$ cat config.mk
export PLATFORM = sky130hd
export DESIGN_NAME = memoryStage
export DESIGN_NICKNAME = d
export VERILOG_FILES = /design/src/execPkg.sv /design/src/memoryStage.sv
export VERILOG_INCLUDE_DIRS = /design/src
export SDC_FILE = /design/constraint.sdc
export NUM_CORES = 1
export LEC_CHECK = 0
export BUFFER_PORTS_ARGS = -buffer_cell sky130_fd_sc_hd__buf_4
export CORE_AREA = 2 2 156 158
export CTS_BUF_LIST = sky130_fd_sc_hd__clkbuf_4 sky130_fd_sc_hd__clkbuf_8
export DETAILED_ROUTE_END_ITERATION = 12
export DIE_AREA = 0 0 158 160
export PLACE_DENSITY = 0.65
export SLEW_MARGIN = 15
export SYNTH_ARGS = -nofsm -noshare
export SYNTH_HDL_FRONTEND = slang
export SYNTH_SLANG_ARGS = --single-unit
$ cat constraint.sdc
create_clock -name clk -period 12.2 [get_ports clk]
set_input_delay 0.61 -clock clk [delete_from_list [all_inputs] [get_ports clk]]
set_output_delay 0.61 -clock clk [all_outputs]
set_load 0.05 [all_outputs]
$ cat src/exec_config.svh
`ifndef EXEC_CONFIG_SVH
`define EXEC_CONFIG_SVH

// ==================================================
// Datapath widths
// ==================================================
`define EXEC_XLEN 64
`define EXEC_ILEN 32

// ==================================================
// Multiplier timing
// ==================================================
// Cycles the multiplier occupies execute, must be 2 or more
`define EXEC_MUL_CYCLES 4

`endif

$ cat src/execPkg.sv
`include "exec_config.svh"

package execPkg;

    typedef logic [`EXEC_XLEN-1:0] word_t;   // Operands, results, addresses and pc
    typedef logic [`EXEC_ILEN-1:0] u32;      // Raw instruction word
    typedef logic [4:0]            regIdx_t; // Destination register index

    // ==================================================
    // Operation classes seen by execute and memory
    // ==================================================
    typedef enum logic [3:0] {
        NOP,
        ALU,
        ALUI,
        ALUW,
        ALUIW,
        LUI,
        JAL,
        JALR,
        BZ,     // Taken on equal
        BNZ,    // Taken on not equal
        LOAD,
        STORE,
        MUL
    } opClass_t;

    // MULLO returns the low half of the product
    typedef enum logic [3:0] {
        ADD, SUB, AND, OR, XOR,
        SLL, SRL, SRA,
        SLT, SLTU, SEQ,
        PASSB,
        MULLO
    } aluFunc_t;

    typedef enum logic {
        IDLE,
        WAIT    // Request outstanding on the data port
    } memState_t;

endpackage

$ cat src/memoryStage.sv
`timescale 1ns/100ps
`include "exec_config.svh"

module memoryStage (
    input  logic              clk,
    input  logic              reset,
    input  logic              eValid,
    input  execPkg::opClass_t eOp,
    input  execPkg::regIdx_t  eDst,
    input  execPkg::word_t    eRs2,
    input  execPkg::word_t    eResult,
    input  logic              memAck,
    input  execPkg::word_t    memRdata,
    output logic              stopm,
    output logic              memReq,
    output logic              memWe,
    output execPkg::word_t    memAddr,
    output execPkg::word_t    memWdata,
    output logic              wbValid,
    output execPkg::regIdx_t  wbDst,
    output execPkg::word_t    wbResult
);
    execPkg::memState_t state;
    logic               isMem;

    assign isMem = eValid && ((eOp == execPkg::LOAD) || (eOp == execPkg::STORE));

    // Execute holds the access until the acknowledge arrives
    assign stopm = (state == execPkg::IDLE) ? isMem : !memAck;

    always_ff @(posedge clk) begin
        if (reset) begin
            state   <= execPkg::IDLE;
            memReq  <= 1'b0;
            wbValid <= 1'b0;
        end else begin
            case (state)
                execPkg::IDLE: begin
                    wbValid <= eValid && !isMem && (eOp != execPkg::BZ) &&
                               (eOp != execPkg::BNZ);
                    if (isMem) begin
                        memReq <= 1'b1;
                        state  <= execPkg::WAIT;
                    end
                end
                execPkg::WAIT: begin
                    wbValid <= memAck && !memWe;    // Only loads write back
                    if (memAck) begin
                        memReq <= 1'b0;
                        state  <= execPkg::IDLE;
                    end
                end
                default: state <= execPkg::IDLE;
            endcase
        end
    end

    always_ff @(posedge clk) begin
        if (state == execPkg::IDLE) begin
            wbDst    <= eDst;
            wbResult <= eResult;
            if (isMem) begin
                memWe    <= (eOp == execPkg::STORE);
                memAddr  <= eResult;    // rs1 plus immediate from the ALU
                memWdata <= eRs2;
            end
        end else if (memAck) begin
            wbResult <= memRdata;
        end
    end

endmodule

==> results of run 1 <==
==> state kept, by name, indices dropped and copies added, names as in the netlist <==
register and flops:
memAddr 64, memReq 1, memWdata 64, memWe 1, state 1, wbDst 5, wbResult 64, wbValid 1
==> worst paths after layout <==
kind         startpoint      endpoint  slack (ns)  cells past startpoint
min reg2reg      memReq        memReq        0.46                      2
min            eRs2[58]  memWdata[58]        0.28                      1
max               state         stopm        9.25                      3
max reg2reg       state  memWdata[51]        9.37                      4
==> logic make-up (layout without fill, tap and decap cells) <==
group / Yosys count / count (layout) / synth area share
buffers and inverters: 11 / 467 / 0.0101
AND/OR/NAND/NOR: 8 / 8 / 0.00578
multiplexers: 64 / 64 / 0.115
flip-flops: 201 / 201 / 0.866
AO/OA/AOI/OAI: 3 / 3 / 0.00289
==> power breakdown <==
group / internal, mW / switching (mW)
clock: 0.313 / 0.258
combinational: 0.0838 / 0.120
sequential: 0.786 / 0.00818
==> cell usage after synthesis <==
cell      count  share of area
nand4_1       1        0.00090
mux2_4       20          0.043
nor2_1        1        0.00054
nand2b_1      1        0.00090
buf_2         4         0.0029
nand2_1       3         0.0016
clkbuf_2      1        0.00072
mux2_2       44          0.071
dfxtp_1       3         0.0087
nor2b_1       1        0.00090
edfxtp_1    198           0.86
inv_1         3         0.0016
and3_1        1        0.00090
a21oi_1       2         0.0014
buf_6         3         0.0049
o32a_1        1         0.0014
==> area by class of cell <==
| cell class | instances | area (um2) | area share |
|---|---|---|---|
| repair buffers | 407 | 3060 | 0.278 |
| flip-flops and latches | 201 | 6010 | 0.547 |
| clock buffers | 49 | 599 | 0.0546 |
| well taps | 324 | 405 | 0.0369 |
| clock inverters | 8 | 30.0 | 0.00274 |
| inverters | 3 | 16.3 | 0.00148 |
| multi-input cells | 75 | 863 | 0.0786 |
==> per-stage QoR <==
stage | instances | hold slack [ns] | setup WS [ns]
4_1_cts | 1067 | 0.233 | 9.17
2_1_floorplan | 287 | 0.665 | 8.25
5_1_grt | 1067 | 0.238 | 9.04
6_report | 1067 | 0.278 | 9.25
3_5_place_dp | 1010 | 0.452 | 9.19
3_3_place_gp | 1010 | 0.449 | 9.22
==> routing by layer <==
metal  wire length, um  up-vias
met5                 0        -
met4               589        0
met3              2490       50
met2              9880      303
met1              6880     2134
li1                  -     2015
==> worst register-to-register path: cells and delay by family, from the launching register on <==
family	cells	cell delay, ns
buffers and inverters	3	1.60
flip-flops	1	0.52
AND/OR/NAND/NOR	1	0.28
==> impl_results.md, run 1 <==
* Setup Skew at 0.0216 ns
* IO Pins at 406
* # resized after CTS at 0
* Post-route minimum period at 2.95 ns
* Leakage Power at 4.56 nW
* RSZ-0062 raised after global routing: no
* Avg Cell Area, Syn at 24.2 um2
* Buf/Inv on CP at 1
* H-tree Lvls at 2
* Layout area overhead at 58.4%
* Final ANT Viol Nets at 0
* Leading cell types in the layout, fill and taps excluded: buf_4 (407), edfxtp_1 (198), mux2_2 (44)
* Hold crit path type: in2reg
* Final Hold Viols at 0
* Syn Std Cell Area at 6930 um2
* DRT iter0 DRCs at 194
* Num Clock Sinks at 201
* Post-Syn Nets at 492
* CP delay by family, top: simple AND/OR/NAND/NOR gates
* TritonCTS clock tree: built
* Crit-path max FO at 66
* DRC Markers at 0
* Max rail drop VDD at 0.0767 mV
* Layout Nets at 928
* Final setup vio count at 0
* First-pass GRT wire length at 28.1 mm
* Nature of the critical path endpoint: output pin
* DRT Pass-1 Iters at 4
* CP arrival at 2.34 ns
* Sequential share of the synthesized area at 0.866
* Largest net degree at the start of global routing at 73
* Clock root cell: clkbuf_8
* Met1 usage at 0.156
* Routed WL per cell at 18.6 um
* Commonest non-fill, non-tap cell in the layout: buf_4
* Startpoint type of the worst setup path: flip-flop
* DP HPWL at 14.3 mm
* Initial antenna violation count at 0
* Crit path kind: reg2out
* Final Util at 0.461
* Slew HR at 0.349
* Measured slew at the worst slew-check pin at 0.977 ns
* #FFs+latches synth at 201
* Hold buffers post-CTS at 0
* Tot Pwr at 1.57 mW
* Clock latency on the worst-skew pair at 0.50 ns
* Number of placement rows at 57
* Busiest grt layer: met2
* # Max-Cap Violations at 0
* Required @ worst endpoint at 11.59 ns
* WL final at 19.8 mm
* Die height at 160 um
* Fill cell count at 2161
* Synth warn at 0
* Critical-path cell list: nand2b_4 -> nand2_1 -> buf_4
* CP max stage cell: dfxtp_4
* Crit share post-route at 0.242
* Status: finished clean
* Fin. max-slew vios at 0
* Global Route Usage Sum at 0.150
* Fin area at 11000 um2
* Met2 global-route usage at 0.260
* PortBufs at 405
* Netlist cell types at 16
* Ant diodes at 0
* Fmax at 338 MHz
* Final TNS setup at 0 ns
* PD cells at 143 nW/um2
* Crit-path max cell delay at 0.73 ns
* Mapped Cells at 287
* Clock Pin Slew Worst Setup and Hold Paths at 0.06 ns
* Vias in the first global route at 4803
* Starting Density at 0.291
* DR vias at 4502
* Die area at 25300 um2
* Die X at 158 um
* Num CTS Buffers at 35
* CTS max path bufs at 3
* DP Area at 10300 um2
* Core region area at 23800 um2
* # Post-CTS Setup Buffers at 0
* Share of cells above drive strength 1 at 0.704
* Placer Congestion at 0.760
* Met3 Use GR at 0.0689
* Global route overflow at 0
* Via/cell ratio at 4.22
No activity file was read; power rests on OpenSTA's default activity.
==> inputs of run 2 (changes only) <==
==> constraint.sdc (replaced) <==
create_clock -name clk -period 2.99 [get_ports clk]
set_input_delay 0.1495 -clock clk [delete_from_list [all_inputs] [get_ports clk]]
set_output_delay 0.1495 -clock clk [all_outputs]
set_load 0.05 [all_outputs]
==> impl_results.md, run 2 (synthesis gave the netlist of run 1 again) <==
* Status: finished clean (unchanged)
* Largest regs: memAddr x64, memWdata x64, wbResult x64 (unchanged)
* Worst R2R Path Depth at 2 (was 4)
* DP Area at 10400 um2 (was 10300 um2)
* Clock latency on the worst-skew pair at 0.50 ns (about the same)
* Fin area at 13100 um2 (was 11000 um2)
* Measured slew at the worst slew-check pin at 0.546 ns (was 0.977 ns)
* Clock root cell: clkbuf_8 (unchanged)
* DR vias at 5262 (was 4502)
* Hold crit path type: in2reg (unchanged)
* Global route overflow at 0 (unchanged)
* Clock Pin Slew Worst Setup and Hold Paths at 0.06 ns (about the same)
* DRC Markers at 0 (unchanged)
* Routed WL per cell at 17.9 um (was 18.6 um)
* CP arrival at 2.00 ns (was 2.34 ns)
* Post-route minimum period at 2.15 ns
* DP HPWL at 14.6 mm (was 14.3 mm)
* Placer Congestion at 0.768 (was 0.760)
* Final Hold Viols at 0 (unchanged)
* Final ANT Viol Nets at 0 (unchanged)
* # Post-CTS Setup Buffers at 0 (unchanged)
* Num CTS Buffers at 35 (unchanged)
* RSZ-0062 raised after global routing: no (unchanged)
* Die height at 160 um (unchanged)
* Startpoint type of the worst setup path: flip-flop (unchanged)
* WL final at 22.9 mm (was 19.8 mm)
* PortBufs at 405 (unchanged)
* IO Pins at 406 (unchanged)
* R2r startpoint: state (unchanged)
* # Max-Cap Violations at 0 (unchanged)
* R2r setup slk at 1.10 ns (was 9.37 ns)
* Number of placement rows at 57 (unchanged)
* Vias in the first global route at 5759 (was 4803)
* H-tree Lvls at 2 (unchanged)
* Global Route Usage Sum at 0.173 (was 0.150)
* Hold buffers post-CTS at 201 (was 0)
* Initial antenna violation count at 1 (was 0)
* Fmax at 465 MHz
* Slew HR at 0.636 (was 0.349)
* DRT iter0 DRCs at 192 (was 194)
* CTS max path bufs at 3 (unchanged)
* # resized after CTS at 0 (unchanged)
* End of the critical path: stopm (unchanged)
* Layout Nets at 1132 (was 928)
* Starting Density at 0.291 (unchanged)
* Leading cell types in the layout, fill and taps excluded: buf_4 (408), dlygate4sd3_1 (201), edfxtp_1 (198) (was buf_4 (407), edfxtp_1 (198), mux2_2 (44))
* Crit share post-route at 0.718
* Required @ worst endpoint at 2.84 ns (was 11.59 ns)
* First-pass GRT wire length at 32.9 mm (was 28.1 mm)
* Leakage Power at 5.45 nW (was 4.56 nW)
* Final setup vio count at 0 (unchanged)
* DRT Pass-1 Iters at 4 (unchanged)
* Largest net degree at the start of global routing at 66 (was 73)
* Crit path from: state (unchanged)
* Via/cell ratio at 4.12 (was 4.22)
* Die area at 25300 um2 (unchanged)
* Num Clock Sinks at 201 (unchanged)
* Crit path kind: reg2out (unchanged)
* Max rail drop VDD at 0.298 mV (was 0.0767 mV)
* Setup Skew at 0.0135 ns (was 0.0216 ns)
* Share of cells above drive strength 1 at 0.558 (was 0.704)
* Critical R2R Capture: wbResult[39] (was memWdata[51])
* Tot Pwr at 6.82 mW (was 1.57 mW)
* Die X at 158 um (unchanged)
* Commonest non-fill, non-tap cell in the layout: buf_4 (unchanged)
* Core region area at 23800 um2 (unchanged)
* TritonCTS clock tree: built (unchanged)
* Fin. max-slew vios at 0 (unchanged)
* Crit-path max FO at 32 (was 66)
* Nature of the critical path endpoint: output pin (unchanged)
* Layout area overhead at 89.1% (was 58.4%)
* Worst hold stages at 4 (was 1)
* PD cells at 521 nW/um2 (was 143 nW/um2)
-- run 2: final cells by class --
class,count,area (um2)
Fill cell,1842,10700
Inverter,3,17.5
Clock inverter,15,115
Sequential cell,201,6010
Tap cell,324,405
Clock buffer,46,577
Timing Repair Buffer,611,5110
Antenna cell,1,2.50
Multi-Input combinational cell,75,863
-- run 2: worst min-delay path by stage --
stage,from,end,slack (ns)
2_1_floorplan,reset,memReq,0.22
3_3_place_gp,reset,state,0.32
3_5_place_dp,reset,state,0.32
4_1_cts,eValid,wbValid,0.003
5_1_grt,eValid,wbValid,0.05
6_report,eValid,wbValid,0.03
-- run 2: critical path, cell delays in order (launching register included) --
cell	delay [ns]
dfxtp_4	0.70
nand2b_4	0.38
nand2_1	0.20
buf_4	0.21
-- run 2: layer usage --
layer / vias up / wire length (um) / share of wire / global-route usage
li1: 2436 / - / - / -
met1: 2494 / 8120 / 0.36 / 0.181
met2: 288 / 12100 / 0.53 / 0.319
met3: 44 / 2040 / 0.089 / 0.0551
met4: 0 / 615 / 0.027 / 0.0631
met5: - / 0 / 0 / 0
-- run 2: stage by stage --
step / cells / worst slack [ns] / util / hold WS, ns / TNS (ns)
finish: 1276 / 0.842 / 0.550 / 0.0350 / 0
detailed placement: 1013 / 1.07 / 0.437 / 0.324 / 0
CTS: 1275 / 0.799 / 0.550 / 0.00319 / 0
global placement: 1013 / 1.10 / 0.437 / 0.323 / 0
floorplan: 287 / -0.130 / - / 0.219 / -16.85
global route: 1276 / 0.720 / 0.550 / 0.0454 / 0
-- run 2: power breakdown --
group	switching (mW)	internal, mW	leakage (nW)
logic	0.546	0.516	3.15
clock network	1.09	1.43	0.368
registers	0.0355	3.21	1.93
total	1.67	5.15	5.45
