<file path="config.mk">
export PLATFORM = sky130hd
export DESIGN_NAME = decodeStage
export DESIGN_NICKNAME = d
export VERILOG_FILES = /design/src/execPkg.sv /design/src/decodeStage.sv
export VERILOG_INCLUDE_DIRS = /design/src
export SDC_FILE = /design/constraint.sdc
export NUM_CORES = 1
export LEC_CHECK = 0
export BUFFER_PORTS_ARGS = -buffer_cell sky130_fd_sc_hd__buf_2
export CELL_PAD_IN_SITES_DETAIL_PLACEMENT = 1
export CELL_PAD_IN_SITES_GLOBAL_PLACEMENT = 1
export CORE_AREA = 2 2 230 232
export CTS_CLUSTER_DIAMETER = 200
export DETAILED_ROUTE_END_ITERATION = 7
export DIE_AREA = 0 0 232 234
export GPL_TIMING_DRIVEN = 0
export PLACE_DENSITY_LB_ADDON = 0.1
export SKIP_CTS_REPAIR_TIMING = 1
export SYNTH_ARGS = -nofsm -noshare
export SYNTH_HDL_FRONTEND = slang
export SYNTH_SLANG_ARGS = --single-unit
</file>
<file path="constraint.sdc">
create_clock -name clk -period 9.2 [get_ports clk]
set_input_delay 1.84 -clock clk [delete_from_list [all_inputs] [get_ports clk]]
set_output_delay 1.84 -clock clk [all_outputs]
set_load 0.01 [all_outputs]
</file>
<file path="src/exec_config.svh">
`ifndef EXEC_CONFIG_SVH
`define EXEC_CONFIG_SVH

// ==================================================
// Datapath widths
// ==================================================
`define EXEC_XLEN 64
`define EXEC_ILEN 32

// ==================================================
// Multiplier timing
// ==================================================
// Cycles the multiplier occupies execute, must be 2 or more
`define EXEC_MUL_CYCLES 4

`endif

</file>
<file path="src/execPkg.sv">
`include "exec_config.svh"

package execPkg;

    typedef logic [`EXEC_XLEN-1:0] word_t;   // Operands, results, addresses and pc
    typedef logic [`EXEC_ILEN-1:0] u32;      // Raw instruction word
    typedef logic [4:0]            regIdx_t; // Destination register index

    // ==================================================
    // Operation classes seen by execute and memory
    // ==================================================
    typedef enum logic [3:0] {
        NOP,
        ALU,
        ALUI,
        ALUW,
        ALUIW,
        LUI,
        JAL,
        JALR,
        BZ,     // Taken on equal
        BNZ,    // Taken on not equal
        LOAD,
        STORE,
        MUL
    } opClass_t;

    // MULLO returns the low half of the product
    typedef enum logic [3:0] {
        ADD, SUB, AND, OR, XOR,
        SLL, SRL, SRA,
        SLT, SLTU, SEQ,
        PASSB,
        MULLO
    } aluFunc_t;

    typedef enum logic {
        IDLE,
        WAIT    // Request outstanding on the data port
    } memState_t;

endpackage

</file>
<file path="src/decodeStage.sv">
`timescale 1ns/100ps
`include "exec_config.svh"

module decodeStage (
    input  logic              clk,
    input  logic              reset,
    input  logic              inValid,
    input  execPkg::u32       instr,
    input  execPkg::word_t    pc,
    input  execPkg::word_t    rs1Val,
    input  execPkg::word_t    rs2Val,
    input  execPkg::regIdx_t  dst,
    input  logic              stall,
    output logic              dValid,
    output execPkg::word_t    dPc,
    output execPkg::u32       dInstr,
    output execPkg::opClass_t dOp,
    output execPkg::aluFunc_t dAluFunc,
    output execPkg::word_t    dSrcA,
    output execPkg::word_t    dSrcB,
    output execPkg::word_t    dRs1,
    output execPkg::word_t    dRs2,
    output execPkg::regIdx_t  dDst
);
    execPkg::opClass_t nOp;
    execPkg::aluFunc_t nFunc;
    execPkg::word_t    nSrcA, nSrcB, immI, immS, immU;
    logic [2:0]        f3;
    logic              wordF3;

    // Shared funct3 map, SUB only exists in register form
    function automatic execPkg::aluFunc_t funcOf(input logic [2:0] fn, input logic alt,
                                                 input logic isReg);
        case (fn)
            3'b000:  funcOf = (alt && isReg) ? execPkg::SUB : execPkg::ADD;
            3'b001:  funcOf = execPkg::SLL;
            3'b010:  funcOf = execPkg::SLT;
            3'b011:  funcOf = execPkg::SLTU;
            3'b100:  funcOf = execPkg::XOR;
            3'b101:  funcOf = alt ? execPkg::SRA : execPkg::SRL;
            3'b110:  funcOf = execPkg::OR;
            default: funcOf = execPkg::AND;
        endcase
    endfunction

    assign f3     = instr[14:12];
    assign wordF3 = (f3 == 3'b000) || (f3 == 3'b001) || (f3 == 3'b101);
    assign immI   = {{(`EXEC_XLEN-12){instr[31]}}, instr[31:20]};
    assign immS   = {{(`EXEC_XLEN-12){instr[31]}}, instr[31:25], instr[11:7]};
    assign immU   = {{(`EXEC_XLEN-32){instr[31]}}, instr[31:12], 12'b0};

    always_comb begin
        nOp   = execPkg::NOP;
        nFunc = execPkg::ADD;
        nSrcA = rs1Val;
        nSrcB = rs2Val;
        case (instr[6:0])
            7'b0110011: begin
                if (instr[31:25] == 7'b0000001) begin
                    if (f3 == 3'b000) begin
                        nOp   = execPkg::MUL;
                        nFunc = execPkg::MULLO;
                    end
                end else begin
                    nOp   = execPkg::ALU;
                    nFunc = funcOf(f3, instr[30], 1'b1);
                end
            end
            7'b0010011: begin
                nOp   = execPkg::ALUI;
                nFunc = funcOf(f3, instr[30], 1'b0);
                nSrcB = immI;
            end
            7'b0111011: begin
                if (wordF3) begin
                    nOp   = execPkg::ALUW;
                    nFunc = funcOf(f3, instr[30], 1'b1);
                end
            end
            7'b0011011: begin
                if (wordF3) begin
                    nOp   = execPkg::ALUIW;
                    nFunc = funcOf(f3, instr[30], 1'b0);
                    nSrcB = immI;
                end
            end
            7'b0110111: begin
                nOp   = execPkg::LUI;
                nFunc = execPkg::PASSB;
                nSrcB = immU;
            end
            7'b1101111, 7'b1100111: begin
                nOp   = instr[3] ? execPkg::JAL : execPkg::JALR;
                nSrcA = pc;                     // Link value pc plus 4 comes from the ALU
                nSrcB = execPkg::word_t'(4);
            end
            7'b1100011: begin
                nFunc = execPkg::SEQ;
                if (f3 == 3'b000) nOp = execPkg::BZ;
                else if (f3 == 3'b001) nOp = execPkg::BNZ;
            end
            7'b0000011: begin
                if (f3 == 3'b011) nOp = execPkg::LOAD;
                nSrcB = immI;
            end
            7'b0100011: begin
                if (f3 == 3'b011) nOp = execPkg::STORE;
                nSrcB = immS;
            end
            default: ;
        endcase
    end

    always_ff @(posedge clk) begin
        if (reset) begin
            dValid <= 1'b0;
        end else if (!stall) begin
            dValid <= inValid && (nOp != execPkg::NOP); // Unknown opcodes drop out here
        end
    end

    always_ff @(posedge clk) begin
        if (!stall) begin
            dPc      <= pc;
            dInstr   <= instr;
            dOp      <= nOp;
            dAluFunc <= nFunc;
            dSrcA    <= nSrcA;
            dSrcB    <= nSrcB;
            dRs1     <= rs1Val;
            dRs2     <= rs2Val;
            dDst     <= dst;
        end
    end

endmodule

</file>
==> results of run 1 <==
==> stage by stage <==
step,TNS [ns],instance area (µm²),power (W)
3_3_place_gp,-561.50,16830,0.002466
3_5_place_dp,0,17090,0.002458
6_report,0,18350,0.003965
4_1_cts,0,18340,0.004045
2_1_floorplan,0,12980,0.002212
5_1_grt,0,18350,0.004129
==> power by group <==
part | leakage, nW | switching (W) | internal (W) | total, W
clock | 0.605 | 0.000671 | 0.000883 | 0.00155
sequential | 3.58 | 0.0000295 | 0.00198 | 0.00201
combinational | 3.40 | 0.000239 | 0.000159 | 0.000398
total | 7.58 | 0.000940 | 0.00303 | 0.00397
==> routing by layer <==
metal	vias to the layer above	GRT usage	share of wire
li1	3890	-	-
met1	4236	0.1730	0.37
met2	315	0.2763	0.52
met3	77	0.05606	0.085
met4	12	0.05248	0.024
met5	-	0	0.0015
==> final timing paths <==
kind	endpoint	slack, ns	from	cells after the start
min	dValid$_SDFFE_PP0N_	0.62	dValid$_SDFFE_PP0N_	3
max	dSrcA[62]$_DFFE_PN_	5.39	instr[4]	7
max reg2reg	dValid$_SDFFE_PP0N_	8.25	dValid$_SDFFE_PP0N_	3
min reg2reg	dValid$_SDFFE_PP0N_	0.62	dValid$_SDFFE_PP0N_	3
==> area by class of cell <==
type,count,share of cell area
Clock inverter,23,0.007638
Clock buffer,52,0.06049
Inverter,8,0.001841
Tap cell,688,0.04692
Timing Repair Buffer,611,0.1773
Multi-Input combinational cell,243,0.09943
Sequential cell,366,0.5985
Buffer,29,0.007638
Antenna cell,2,0.0002728
==> cell usage after synthesis, drive strengths merged (2+ instances only) <==
master   number
o2111ai       3
a2111oi       2
nand3         5
a31oi         5
nor2          3
a21oi         4
nor3          6
nand3b        2
buf          19
nor4          2
nor3b         3
edfxtp      365
o21ai         3
a222oi        4
a22o          6
nand2b        6
a311o         2
a221o        19
nand2        74
and3          4
or2           3
inv           8
clkbuf       10
mux2         64
nor2b         4
o21a          2
a21boi        2
==> placed cells by master, fill, tap and decap left out, types with 4 or more instances in the layout <==
| cell type | n |
|---|---|
| nand2_1 | 74 |
| clkbuf_16 | 43 |
| buf_2 | 615 |
| a21oi_1 | 4 |
| clkinv_2 | 4 |
| nand2b_1 | 6 |
| clkbuf_1 | 19 |
| buf_12 | 10 |
| a221o_1 | 19 |
| nor2b_1 | 4 |
| a22o_1 | 6 |
| a222oi_1 | 4 |
| inv_1 | 7 |
| a31oi_1 | 5 |
| nand3_1 | 5 |
| clkinv_1 | 13 |
| and3_1 | 4 |
| mux2_2 | 64 |
| edfxtp_1 | 365 |
| nor3_1 | 6 |
==> cells by family after synthesis <==
kind of cell / after synthesis
flip-flops: 366
multiplexers: 65
AND/OR/NAND/NOR: 117
buffers and inverters: 37
AO/OA/AOI/OAI: 61
==> flip-flops by register name, summed over array words and instances (netlist names) <==
| signal | cells |
|---|---|
| dInstr | 32 |
| dValid | 1 |
| dSrcA | 64 |
| dOp | 4 |
| dRs2 | 64 |
| dPc | 64 |
| dDst | 5 |
| dRs1 | 64 |
| dSrcB | 64 |
| dAluFunc | 4 |
==> critical path: stages <==
cell,delay [ns]
buf_2,0.11
buf_4,0.17
nand2b_1,0.17
nor3_1,0.63
buf_2,0.43
buf_2,0.37
mux2_2,0.39
==> metrics, run 1 <==
Synth Flop Type edfxtp_1; leading area contributor after synthesis edfxtp_1; Post-Synthesis Net Count 879; Root Driver clkbuf_16; leakage power 7.582 nW; clock net sink count 366; fin. max-slew vios 0; post-synthesis xor/xnor area fraction 0; hpwl dp 34360 µm; Rel. slew slack 0.2877; Fin Clk Skew 0 ns; core area 52020 µm²; CTS tree built; Avg Cell Area, Syn 20.09 µm²; number of synthesized flops with an enable pin 365; total gr overflow 0; IO Pins 599; DIE AREA 54290 µm²; DR WL/cell 21.97 µm; H-tree depth 2; Final nets 1535; Synth Area in Simple Gates 0.04195; clk buf depth 3; share of layout cells above drive strength 1 0.5668; antenna-violating nets left 0; sequential element share of the synthesized area 0.8463; total track usage 0.1558; largest family of logic cells by synthesized area multiplexers; Synth top area share 0.8447; final design utilization 0.3527; Clock transition at path regs 0.06 ns; area grow syn2layout 41.41%; first-pass GRT wire length 61130 µm; Yosys reg bits 366; maximum vdd drop 0.0001302 V; adder-cell share of the synthesized area 0; pre-CTS setup slack 4.678 ns; buffers added on ports 598; initial antenna violation count 9; gp weighted congestion 0.7869; outcome finished clean; Mapped Cells 646; die width 232 µm; Layout Cells excl Fill 2022; Final setup viols 0; post-route minimum period 3.814 ns; Skew-Pair Late Insertion Delay 0.56 ns; fillers 5571; vias in the first global route 8761; crit start category primary input; placed insts 1945; Area contributors post-synth edfxtp_1 (84%), mux2_2 (5.6%), nand2_1 (2.1%), a221o_1 (1.5%), buf_2 (0.62%); clock buffer count from CTS 43; FF+latch area 10980 µm²; ys async rst share 0; crit path DAT 4.12 ns; CP max FO 10; max_cap viols 0; Initial Util 0.2494; DIE HEIGHT 234 µm; post-synthesis compound-gate area fraction 0.04233; setup ws final 5.386 ns; Setup CP Type in -> reg; Total Wirelength 44430 µm; row count 84; Worst setup EP type flop; Worst Hold Class reg -> reg; post-route DRC violation count 0; Yosys warning count 0; multi-input combinational cell area 1824 µm²; Hold Vio Cnt, Final 0; RSZ-0062 raised after global routing no; Final Cycle Share 0.4145; worst slew pin tran 1.060 ns; Worst Hold Slack 0.6206 ns; power per cell area 216.1 nW/µm²; 1st-pass router iterations 6; Via density 4.219; mapped cell area 12970 µm²; mux share of post-synthesis cell area 0.05632; routed via count 8530; Critical Path RT 9.50 ns; Max Fclk 262.2 MHz; largest net degree at the start of global routing 44; Cell variety after synth 45; drt initial violations 423
(Power assumes the default switching activity.)
==> run 2, diff against run 1 <==
--- a/config.mk
+++ b/config.mk
@@ -9,10 +9,10 @@
 export BUFFER_PORTS_ARGS = -buffer_cell sky130_fd_sc_hd__buf_2
 export CELL_PAD_IN_SITES_DETAIL_PLACEMENT = 1
 export CELL_PAD_IN_SITES_GLOBAL_PLACEMENT = 1
-export CORE_AREA = 2 2 230 232
+export CORE_AREA = 2 2 234 236
 export CTS_CLUSTER_DIAMETER = 200
 export DETAILED_ROUTE_END_ITERATION = 7
-export DIE_AREA = 0 0 232 234
+export DIE_AREA = 0 0 236 238
 export GPL_TIMING_DRIVEN = 0
 export PLACE_DENSITY_LB_ADDON = 0.1
 export SKIP_CTS_REPAIR_TIMING = 1
==> constraint.sdc (replaced) <==
create_clock -name clk -period 3.77 [get_ports clk]
set_input_delay 0.754 -clock clk [delete_from_list [all_inputs] [get_ports clk]]
set_output_delay 0.754 -clock clk [all_outputs]
set_load 0.01 [all_outputs]
==> run 2 against run 1 <==
Against the previous run: register-to-register slack got worse by 5.5 ns; clock-buffer cell count up 3; via count down 0.64%; combinational power up 140%; cell area is essentially flat; highest routed layer unchanged; critical path type unchanged; critical path depth unchanged; clock skew unchanged; first-iteration DRC count down 2.4%; non-clock buffer count down 3; sequential cell count unchanged.
==> metrics, run 2 (same netlist as run 1, synthesis figures left out) <==
final design utilization 0.3430; IO Pins 599; Max Fclk 359.5 MHz; max_cap viols 0; Worst setup EP type flop; Rel. slew slack 0.2653; clock buffer count from CTS 44; worst slew pin tran 1.093 ns; Initial Util 0.2425; share of layout cells above drive strength 1 0.5654; routed via count 8475; cell breakdown of the critical path buf_2 -> buf_4 -> nand2b_1 -> nor3_1 -> buf_2 -> buf_2 -> mux2_2; setup ws final 0.9887 ns; RSZ-0062 raised after global routing no; row count 85; H-tree depth 2; total gr overflow 0; Final nets 1533; Via density 4.177; post-route cell area 18350 µm²; leading cell type in the layout, fill and taps excluded buf_2; vias in the first global route 8990; largest net degree at the start of global routing 44; crit path DAT 3.08 ns; pre-CTS setup slack 0.2757 ns; drt initial violations 413; Setup CP Type in -> reg; core area 53500 µm²; CP max-delay cell nor3_1; gp weighted congestion 0.7720; outcome finished clean; clk buf depth 3; total track usage 0.1528; hpwl dp 35040 µm; WP buf/inv 4; die width 236 µm; Top Family by Delay on Critical Path buffers and inverters; post-route minimum period 2.781 ns; CP dominant cell by count buf_2; CP max FO 10; CTS tree built; maximum vdd drop 0.0002964 V; slowest stage delay, CP 0.72 ns; Root Driver clkbuf_16; 1st-pass router iterations 4; first-pass GRT wire length 62650 µm; Critical Path RT 4.07 ns; Fin Clk Skew 0 ns; Skew-Pair Late Insertion Delay 0.55 ns; Final setup viols 0; DIE AREA 56170 µm²; antenna-violating nets left 0; crit start category primary input; post-placement cell area 17060 µm²; clock net sink count 366; commonest non-fill, non-tap cells in the layout buf_2 (614), edfxtp_1 (365), nand2_1 (74); Clock transition at path regs 0.05 ns; DIE HEIGHT 238 µm; Hold Vio Cnt, Final 0; power per cell area 530.3 nW/µm²; buffers added on ports 598; DR WL/cell 22.07 µm; Pwr Total 0.009732 W; initial antenna violation count 5; Worst Hold Slack 0.3844 ns; fin. max-slew vios 0; Worst Hold Class in -> reg; leakage power 7.580 nW; post-route DRC violation count 0; area grow syn2layout 41.44%; Total Wirelength 44780 µm; Final Cycle Share 0.7377; fillers 5697
## run 2: changes by cell type in the layout (fill, tap and decap cells not counted), sizes merged
cell / previous run / this run
clkbuf: 62 / 65
inv: 10 / 7
diode: 2 / 3
clkinv: 17 / 20
buf: 630 / 627
clkinvlp: 3 / 1
## run 2: per-stage QoR
stage / setup TNS [ns] / cells
final: 0 / 2029
after global placement: -2173.70 / 1940
after global routing: 0 / 2029
after floorplan: -1007.38 / 646
after detailed placement: 0 / 1950
after CTS: 0 / 2026
## run 2: routing by layer
metal,global-route usage,up-vias,share of wire
met4,0.05250,4,0.025
met5,0,-,0.00058
li1,-,3884,-
met1,0.1704,4188,0.37
met3,0.05252,68,0.080
met2,0.2715,331,0.52
## run 2: worst reg2reg max path, delay by kind of cell, from the launching register on
kind             cells  cell delay, ns
AO/OA/AOI/OAI        2            0.47
flip-flops           1            0.32
AND/OR/NAND/NOR      1            0.07
## run 2: path summary, 6_finish.rpt
| path | start | slack (ns) | cells after the start | to |
|---|---|---|---|---|
| setup / recovery | instr[4] | 0.99 | 7 | dSrcA[60]$_DFFE_PN_ |
| hold / removal | dst[2] | 0.38 | 1 | dDst[2]$_DFFE_PN_ |
| setup reg to reg | dValid$_SDFFE_PP0N_ | 2.80 | 3 | dValid$_SDFFE_PP0N_ |
| hold reg to reg | dValid$_SDFFE_PP0N_ | 0.64 | 3 | dValid$_SDFFE_PP0N_ |
## run 2: area by class of cell
| class | count | area [µm²] | area share |
|---|---|---|---|
| antenna | 3 | 7.507 | 0.0004091 |
| buffer | 29 | 140.1 | 0.007636 |
| clock buffer | 55 | 1164 | 0.06341 |
| clock inverter | 21 | 116.4 | 0.006341 |
| inverter | 8 | 33.78 | 0.001841 |
| multi-input combinational | 243 | 1831 | 0.09975 |
| sequential | 366 | 10980 | 0.5983 |
| tap | 696 | 870.8 | 0.04745 |
| timing repair buffer | 608 | 3208 | 0.1748 |
## run 2: where the power goes
group,internal [W],switching (W),total [W]
sequential,0.00484,0.0000737,0.00492
combinational,0.000384,0.000591,0.000974
clock,0.00223,0.00161,0.00384
==> run 3, diff against run 2 <==
--- a/config.mk
+++ b/config.mk
@@ -9,10 +9,10 @@
 export BUFFER_PORTS_ARGS = -buffer_cell sky130_fd_sc_hd__buf_2
 export CELL_PAD_IN_SITES_DETAIL_PLACEMENT = 1
 export CELL_PAD_IN_SITES_GLOBAL_PLACEMENT = 1
-export CORE_AREA = 2 2 234 236
+export CORE_AREA = 2 2 230 232
 export CTS_CLUSTER_DIAMETER = 200
 export DETAILED_ROUTE_END_ITERATION = 7
-export DIE_AREA = 0 0 236 238
+export DIE_AREA = 0 0 232 234
 export GPL_TIMING_DRIVEN = 0
 export PLACE_DENSITY_LB_ADDON = 0.1
 export SKIP_CTS_REPAIR_TIMING = 1
==> constraint.sdc (replaced) <==
create_clock -name clk -period 2.4 [get_ports clk]
set_input_delay 0.48 -clock clk [delete_from_list [all_inputs] [get_ports clk]]
set_output_delay 0.48 -clock clk [all_outputs]
set_load 0.01 [all_outputs]
==> run 3 against run 2 <==
Against the previous run: critical path depth is the same; via count grew 0.65%; routed wire length shrank 0.87%; clock power grew 55%; sequential share of layout area shrank 0.11 points; register-to-register slack lost 1.3 ns; largest power group unchanged.
==> metrics, run 3 (same netlist as run 1, synthesis figures left out) <==
outcome finished clean; largest net degree at the start of global routing 44; DIE AREA 54290 µm²; share of layout cells above drive strength 1 0.5685; Via density 4.212; Critical Path RT 2.70 ns; multi-input combinational cell area 1841 µm²; antenna-violating nets left 0; area grow syn2layout 41.71%; max_cap viols 0; vias in the first global route 8761; cell count of the worst hold path 1; initial antenna violation count 9; Worst Hold End dDst[2]$_DFFE_PN_; Final setup viols 0; DIE HEIGHT 234 µm; Setup CP Type in -> reg; maximum vdd drop 0.0005008 V; Final Cycle Share 0.9220; Hold Vio Cnt, Final 0; routed via count 8530; leakage power 7.600 nW; FF+latch area 10980 µm²; Rel. slew slack 0.3353; Root Driver clkbuf_16; crit start category primary input; Final nets 1538; total gr overflow 0; power per cell area 826.5 nW/µm²; fin. max-slew vios 0; reg-to-reg endpoint dValid$_SDFFE_PP0N_; FF-to-FF path depth 3; post-route DRC violation count 0; post-route minimum period 2.213 ns; hold_sp dst[2]; die width 232 µm; setup ws final 0.1872 ns; drt initial violations 417; fillers 5571; core area 52020 µm²; IO Pins 599; worst slew pin tran 0.9895 ns; Clock transition at path regs 0.06 ns; Worst setup EP type flop; H-tree depth 2; pre-CTS setup slack -0.7617 ns; Pwr Total 0.01520 W; clk buf depth 3; CP max FO 10; Worst Hold Class in -> reg; DR WL/cell 21.92 µm; FF-to-FF setup slack 1.45 ns; Fin Clk Skew 0 ns; leading cell type in the layout, fill and taps excluded buf_2; Total Wirelength 44390 µm; Initial Util 0.2494; hpwl dp 34360 µm; Worst Hold Slack 0.09663 ns; Max Fclk 451.9 MHz; gp weighted congestion 0.7869; first-pass GRT wire length 61130 µm; crit path DAT 2.52 ns; clock buffer count from CTS 43; Skew-Pair Late Insertion Delay 0.56 ns; CTS tree built; 1st-pass router iterations 6; buffers added on ports 598; commonest non-fill, non-tap cells in the layout buf_2 (615), edfxtp_1 (365), nand2_1 (74); r2r startpoint dValid$_SDFFE_PP0N_; clock net sink count 366; total track usage 0.1558; row count 84
-- run 3: critical path, stage by stage --
cell      delay (ns)
buf_2           0.11
buf_4           0.17
nand2b_1        0.18
nor3_2          0.41
buf_2           0.39
buf_2           0.37
mux2_2          0.39
-- run 3: power by group --
part	total, W	leakage, nW	internal, W	switching [W]
combinational	0.00153	3.42	0.000611	0.000919
sequential	0.00772	3.58	0.00761	0.000113
clock	0.00595	0.605	0.00338	0.00257
total	0.0152	7.60	0.0116	0.00360
-- run 3: worst max path at each step --
stage	from	endpoint	slack, ns	depth (start not counted)
6_report	instr[4]	dSrcA[62]$_DFFE_PN_	0.19	7
5_1_grt	instr[4]	dAluFunc[3]$_DFFE_PN_	-0.02	9
4_1_cts	instr[4]	dSrcA[42]$_DFFE_PN_	-0.15	7
3_5_place_dp	instr[4]	dSrcA[62]$_DFFE_PN_	-0.76	7
3_3_place_gp	stall	dRs2[31]$_DFFE_PN_	-7.02	2
2_1_floorplan	stall	dAluFunc[0]$_DFFE_PN_	-3.86	1
-- run 3: metrics by stage --
stage                     instances  utilization  area [µm²]  setup TNS (ns)
after floorplan                 646            -       12980        -1407.42
after global placement         1932       0.3235       16830        -2607.99
after detailed placement       1945       0.3285       17090          -65.14
after CTS                      2020       0.3526       18340          -3.429
after global routing           2024       0.3534       18380        -0.02140
final                          2025       0.3534       18390               0
-- run 3: per-layer routing --
layer	share of wire	track usage	wire [µm]
met2	0.52	0.2763	23190
met1	0.37	0.1730	16270
met4	0.024	0.05248	1082
met5	0.0018	0	79
met3	0.085	0.05606	3768
-- run 3: final cells by class --
cell class / instances / area share
Buffer: 29 / 0.007622
Tap cell: 688 / 0.04682
Antenna cell: 2 / 0.0002722
Timing Repair Buffer: 614 / 0.1782
Inverter: 8 / 0.001837
Sequential cell: 366 / 0.5972
Clock buffer: 52 / 0.06036
Multi-Input combinational cell: 243 / 0.1001
Clock inverter: 23 / 0.007622
